==> config.mk <==
export PLATFORM = sky130hd
export DESIGN_NAME = cache_way
export DESIGN_NICKNAME = d
export VERILOG_FILES = /design/src/design/cache_pkg.sv /design/src/design/cache_way.sv
export SDC_FILE = /design/constraint.sdc
export NUM_CORES = 2
export LEC_CHECK = 0
export BUFFER_PORTS_ARGS = -buffer_cell sky130_fd_sc_hd__buf_2
export CAP_MARGIN = 0
export CORE_MARGIN = 5
export CORE_UTILIZATION = 33
export CTS_CLUSTER_DIAMETER = 40
export DETAILED_ROUTE_END_ITERATION = 16
export GPL_TIMING_DRIVEN = 0
export PLACE_DENSITY = 0.58
export SLEW_MARGIN = 25
export SYNTH_ARGS = -nofsm -noshare
export SYNTH_HDL_FRONTEND = slang
export SYNTH_MEMORY_MAX_BITS = 65536
export SYNTH_SLANG_ARGS = --single-unit
==> constraint.sdc <==
create_clock -name reset -period 5.7 [get_ports reset]
set_input_delay 1.14 -clock reset [delete_from_list [all_inputs] [get_ports reset]]
set_output_delay 1.14 -clock reset [all_outputs]
set_load 0.005 [all_outputs]
==> src/design/cache_pkg.sv <==
// cache geometry and line layout, shared by the ways, the controller and the bus types
package cache_pkg;

    localparam int addr_bits      = 19;
    localparam int set_bits       = 5;
    localparam int offset_bits    = 4;
    localparam int tag_bits       = addr_bits - set_bits - offset_bits;

    localparam int num_sets       = 1 << set_bits;
    localparam int num_ways       = 2;

    localparam int line_bytes     = 16;
    localparam int line_bits      = line_bytes * 8;
    localparam int beat_bits      = 16;   // memory bus width
    localparam int beats_per_line = line_bits / beat_bits;

    // byte address as seen on the cpu side
    typedef struct packed {
        logic [tag_bits-1:0]    tag;
        logic [set_bits-1:0]    set;
        logic [offset_bits-1:0] offset;
    } addr_t;

    // one cache entry, state bits on top
    typedef struct packed {
        logic                 valid;
        logic                 dirty;
        logic [tag_bits-1:0]  tag;
        logic [line_bits-1:0] data;   // byte k at bits 8k+7:8k
    } line_t;

    // line number on the memory side
    typedef struct packed {
        logic [tag_bits-1:0] tag;
        logic [set_bits-1:0] set;
    } line_addr_t;

endpackage

==> src/design/cache_way.sv <==
// one way of the data cache: line storage, tag compare and line updates, used twice by the top
`timescale 1ns/10ps

module cache_way (
    input  logic                              reset,
    input  logic                              rst,
    input  logic [cache_pkg::set_bits-1:0]    look_set,
    input  logic [cache_pkg::tag_bits-1:0]    look_tag,
    output logic                              hit,
    output cache_pkg::line_t                  entry,
    input  logic                              store_en,
    input  logic                              store_half,
    input  logic [cache_pkg::offset_bits-1:0] store_offset,
    input  logic [15:0]                       store_data,
    input  logic                              fill_en,
    input  cache_pkg::line_t                  fill_line,
    input  logic                              inval_en
);

    logic [cache_pkg::num_sets-1:0]  valid_q;
    logic [cache_pkg::num_sets-1:0]  dirty_q;
    logic [cache_pkg::tag_bits-1:0]  tag_q  [cache_pkg::num_sets];
    logic [cache_pkg::line_bits-1:0] data_q [cache_pkg::num_sets];

    assign entry = '{
        valid: valid_q[look_set],
        dirty: dirty_q[look_set],
        tag:   tag_q[look_set],
        data:  data_q[look_set]
    };

    assign hit = entry.valid && (entry.tag == look_tag);

    // line state
    always_ff @(posedge reset) begin
        if (rst) begin
            valid_q <= '0;
            dirty_q <= '0;
        end else if (fill_en) begin
            valid_q[look_set] <= fill_line.valid;
            dirty_q[look_set] <= fill_line.dirty;
        end else if (store_en) begin
            dirty_q[look_set] <= 1'b1;
        end else if (inval_en) begin
            valid_q[look_set] <= 1'b0;
            dirty_q[look_set] <= 1'b0;
        end
    end

    // tags and line data
    always_ff @(posedge reset) begin
        if (fill_en) begin
            tag_q[look_set]  <= fill_line.tag;
            data_q[look_set] <= fill_line.data;
        end else if (store_en) begin
            if (store_half) begin
                data_q[look_set][store_offset*8 +: 16] <= store_data;
            end else begin
                data_q[look_set][store_offset*8 +: 8] <= store_data[7:0];
            end
        end
    end

    // the controller only fills during refill and only stores when responding
    a_store_fill_excl: assert property (
        @(posedge reset) disable iff (rst)
        !(store_en && fill_en)
    ) else $error("store and fill in the same cycle");

endmodule

==> flow_summary.json <==
{
  "setup_violations": 18,
  "synthToLayoutAreaGrowth_pct": 19.3,
  "io_pins": 322,
  "cts_sinks": 4480,
  "dp_slack_ns": -0.808,
  "yosysMostFrequentCell": "edfxtp_1",
  "synth_edf_count": 4416,
  "drt_iter0_drc": 17809,
  "final_cells": 16975,
  "fin_nets": 9613,
  "io_buffers": 318,
  "grt_pass1_vias": 95711,
  "core_mm2": 0.525,
  "drt-total-wl_um": 672000,
  "ys_types": 60,
  "powerDensity_mw_per_mm2": 355,
  "hpwl_um": 481000,
  "cp.arrival_ns": 4.75,
  "grt_overflow": 0,
  "drv_slew": 0,
  "wl_met1_um": 237000,
  "num_vias": 101483,
  "synth_seq_cells": 4480,
  "max-cap-violations": 0,
  "drtPass1Iterations": 9,
  "grt_max_degree": 33,
  "avgSynthCellArea_um2": 20.6,
  "hold_viol": 0,
  "path_max_fanout": 10,
  "ys_seq_area_share_pct": 77.0,
  "gp_congestion": 0.957,
  "rsz0062_at_grt": "true",
  "grt.total_usage_pct": 24.2,
  "max-vdd-ir-drop_v": 0.000279,
  "ys_top_cells_by_count": "edfxtp_1 (4416), mux4_2 (1040), nor2_1 (560)",
  "p_leak_uw": 0.0653,
  "relSlewSlack_pct": 13.7,
  "worstSetupPathType": "in -> out",
  "worstMarginPinSlew_ns": 1.29,
  "wl_per_cell_um": 39.6,
  "path_clk_slew_ns": 0.06,
  "worstPathRequired_ns": 4.56,
  "synth_flop_cell": "edfxtp_1",
  "fin_skew_ns": 0,
  "async_flop_share_pct": 0,
  "synthCells": 8427,
  "route.met2.wl_um": 292000,
  "clk-insertion-delay-late_ns": 1.01,
  "synth-warning-count": 0,
  "fmax_mhz": 170,
  "synth_fp_nets": 8610,
  "ctsHtreeMaxLevel": 5,
  "wl_met3_um": 101000,
  "run_status": "finished, violations left",
  "start_util_pct": 33.1,
  "drive_gt1_share_pct": 30.3,
  "period_minus_slack_ns": 5.89,
  "violations": "setup timing",
  "antenna_found_initial": 110,
  "rows": 266,
  "cts_tree": "done",
  "drc": 0,
  "fp.dieW_um": 736,
  "top_layer": "met5",
  "timing.setup.tns_ns": -1.63,
  "root_buffer": "clkbuf_16",
  "dieArea_mm2": 0.542,
  "fill_cells": 46562,
  "syn_area_mm2": 0.174,
  "min-delay-path-class": "reg -> reg",
  "fin_ws_ns": -0.195,
  "dpl.cell_count": 15922,
  "synthTopCellsByArea": "edfxtp_1 (76%), mux4_2 (13%), a22oi_1 (2.3%)",
  "grt_first_pass_wirelength_um": 881000,
  "cts_buffers": 477,
  "die_y_um": 736,
  "synth_top_area_cell": "edfxtp_1",
  "ctsHoldBuffers": 0,
  "antenna_left": 0,
  "clockBufferDepth": 4,
  "cp-end-kind": "output port",
  "critPathLaunchType": "input port",
  "cts_setup_buffers": 0,
  "yosysTopAreaCellShare_pct": 76.2,
  "period_share_pct": 103,
  "avgViaCountPerCell": 5.98
}
-- area by class of cell --
class	instances	area (um2)	area share (%)
flip-flops and latches	4480	134000	64.5
multi-input cells	3364	39200	18.9
clock buffers	547	12300	5.93
well taps	6968	8720	4.20
repair buffers	528	6360	3.07
clock inverters	347	3610	1.74
plain buffers	575	3120	1.50
diodes	162	405	0.195
inverters	4	15.0	0.00723
-- kinds of logic after synthesis --
logic type | count (synthesis) | share of synthesized area, %
compound gates | 1019 | 3.91
xor+xnor | 13 | 0.0655
fa+ha+maj | 2 | 0.0144
buf+inv | 583 | 1.42
flops | 4480 | 77.0
mux | 1246 | 14.7
simple gates | 1084 | 2.96
-- state kept, by name, summed over array words and instances, names as in the netlist, named ones only --
register	flops
data_q	4096
tag_q	320
valid_q	32
-- through the flow --
step	cell area (um2)	hold WS, ns	power [uW]	utilization, %
2_1_floorplan	174000	0.446	39700	-
3_3_place_gp	184000	0.460	42300	35.1
3_5_place_dp	191000	0.464	42800	36.3
4_1_cts	207000	0.471	73700	39.4
5_1_grt	207000	0.494	75300	39.5
6_report	208000	0.476	73800	39.5
-- layout by cell type (no fill, tap or decap), types with 63 or more instances in the layout --
cell type	netlist	routed
a21oi_1	247	161
a21oi_4	0	80
a22oi_1	543	539
buf_12	0	70
buf_16	0	106
buf_2	152	505
clkbuf_1	313	185
clkbuf_16	0	482
clkbuf_2	0	127
clkbuf_4	0	67
clkinv_1	0	83
clkinv_2	0	63
dfxtp_1	64	64
diode_2	0	162
edfxtp_1	4416	4416
mux2i_1	197	197
mux4_2	1040	1040
nand2_1	126	114
nand4_1	142	142
nor2_1	560	546
o22ai_1	80	80
-- per-layer routing --
metal / track usage [%] / up-vias
li1: - / 37684
met2: 35.1 / 8544
met5: 0.134 / -
met3: 9.03 / 1408
met1: 31.4 / 53815
met4: 13.1 / 32
-- critical path, cell delays in order --
cell      delay (ns)
buf_2           0.26
clkbuf_2        0.36
clkbuf_4        0.36
buf_12          0.24
clkbuf_1        0.76
mux4_2          0.42
a22oi_1         0.54
nand4_1         0.39
buf_2           0.24
-- report_power, final --
group	internal, uW	total, uW	leakage (uW)	switching (uW)
clock network	17700	31500	0.00761	13800
logic	1660	5460	0.0174	3800
registers	36700	36800	0.0402	94.2
-- what timing repair did --
item,in CTS,in global routing
setup endpoints to repair,125,28
pin swaps,11,5
gates resized for setup,120,60
-- final timing paths --
path,slack (ns),to,depth (start not counted),start
hold reg to reg,0.48,valid_q[29],2,valid_q[29]
hold / removal,0.48,valid_q[29],2,valid_q[29]
setup reg to reg,4.95,flop,2,flop
setup / recovery,-0.19,entry[81],9,look_set[1]
Power figures use the tool's default switching activity.
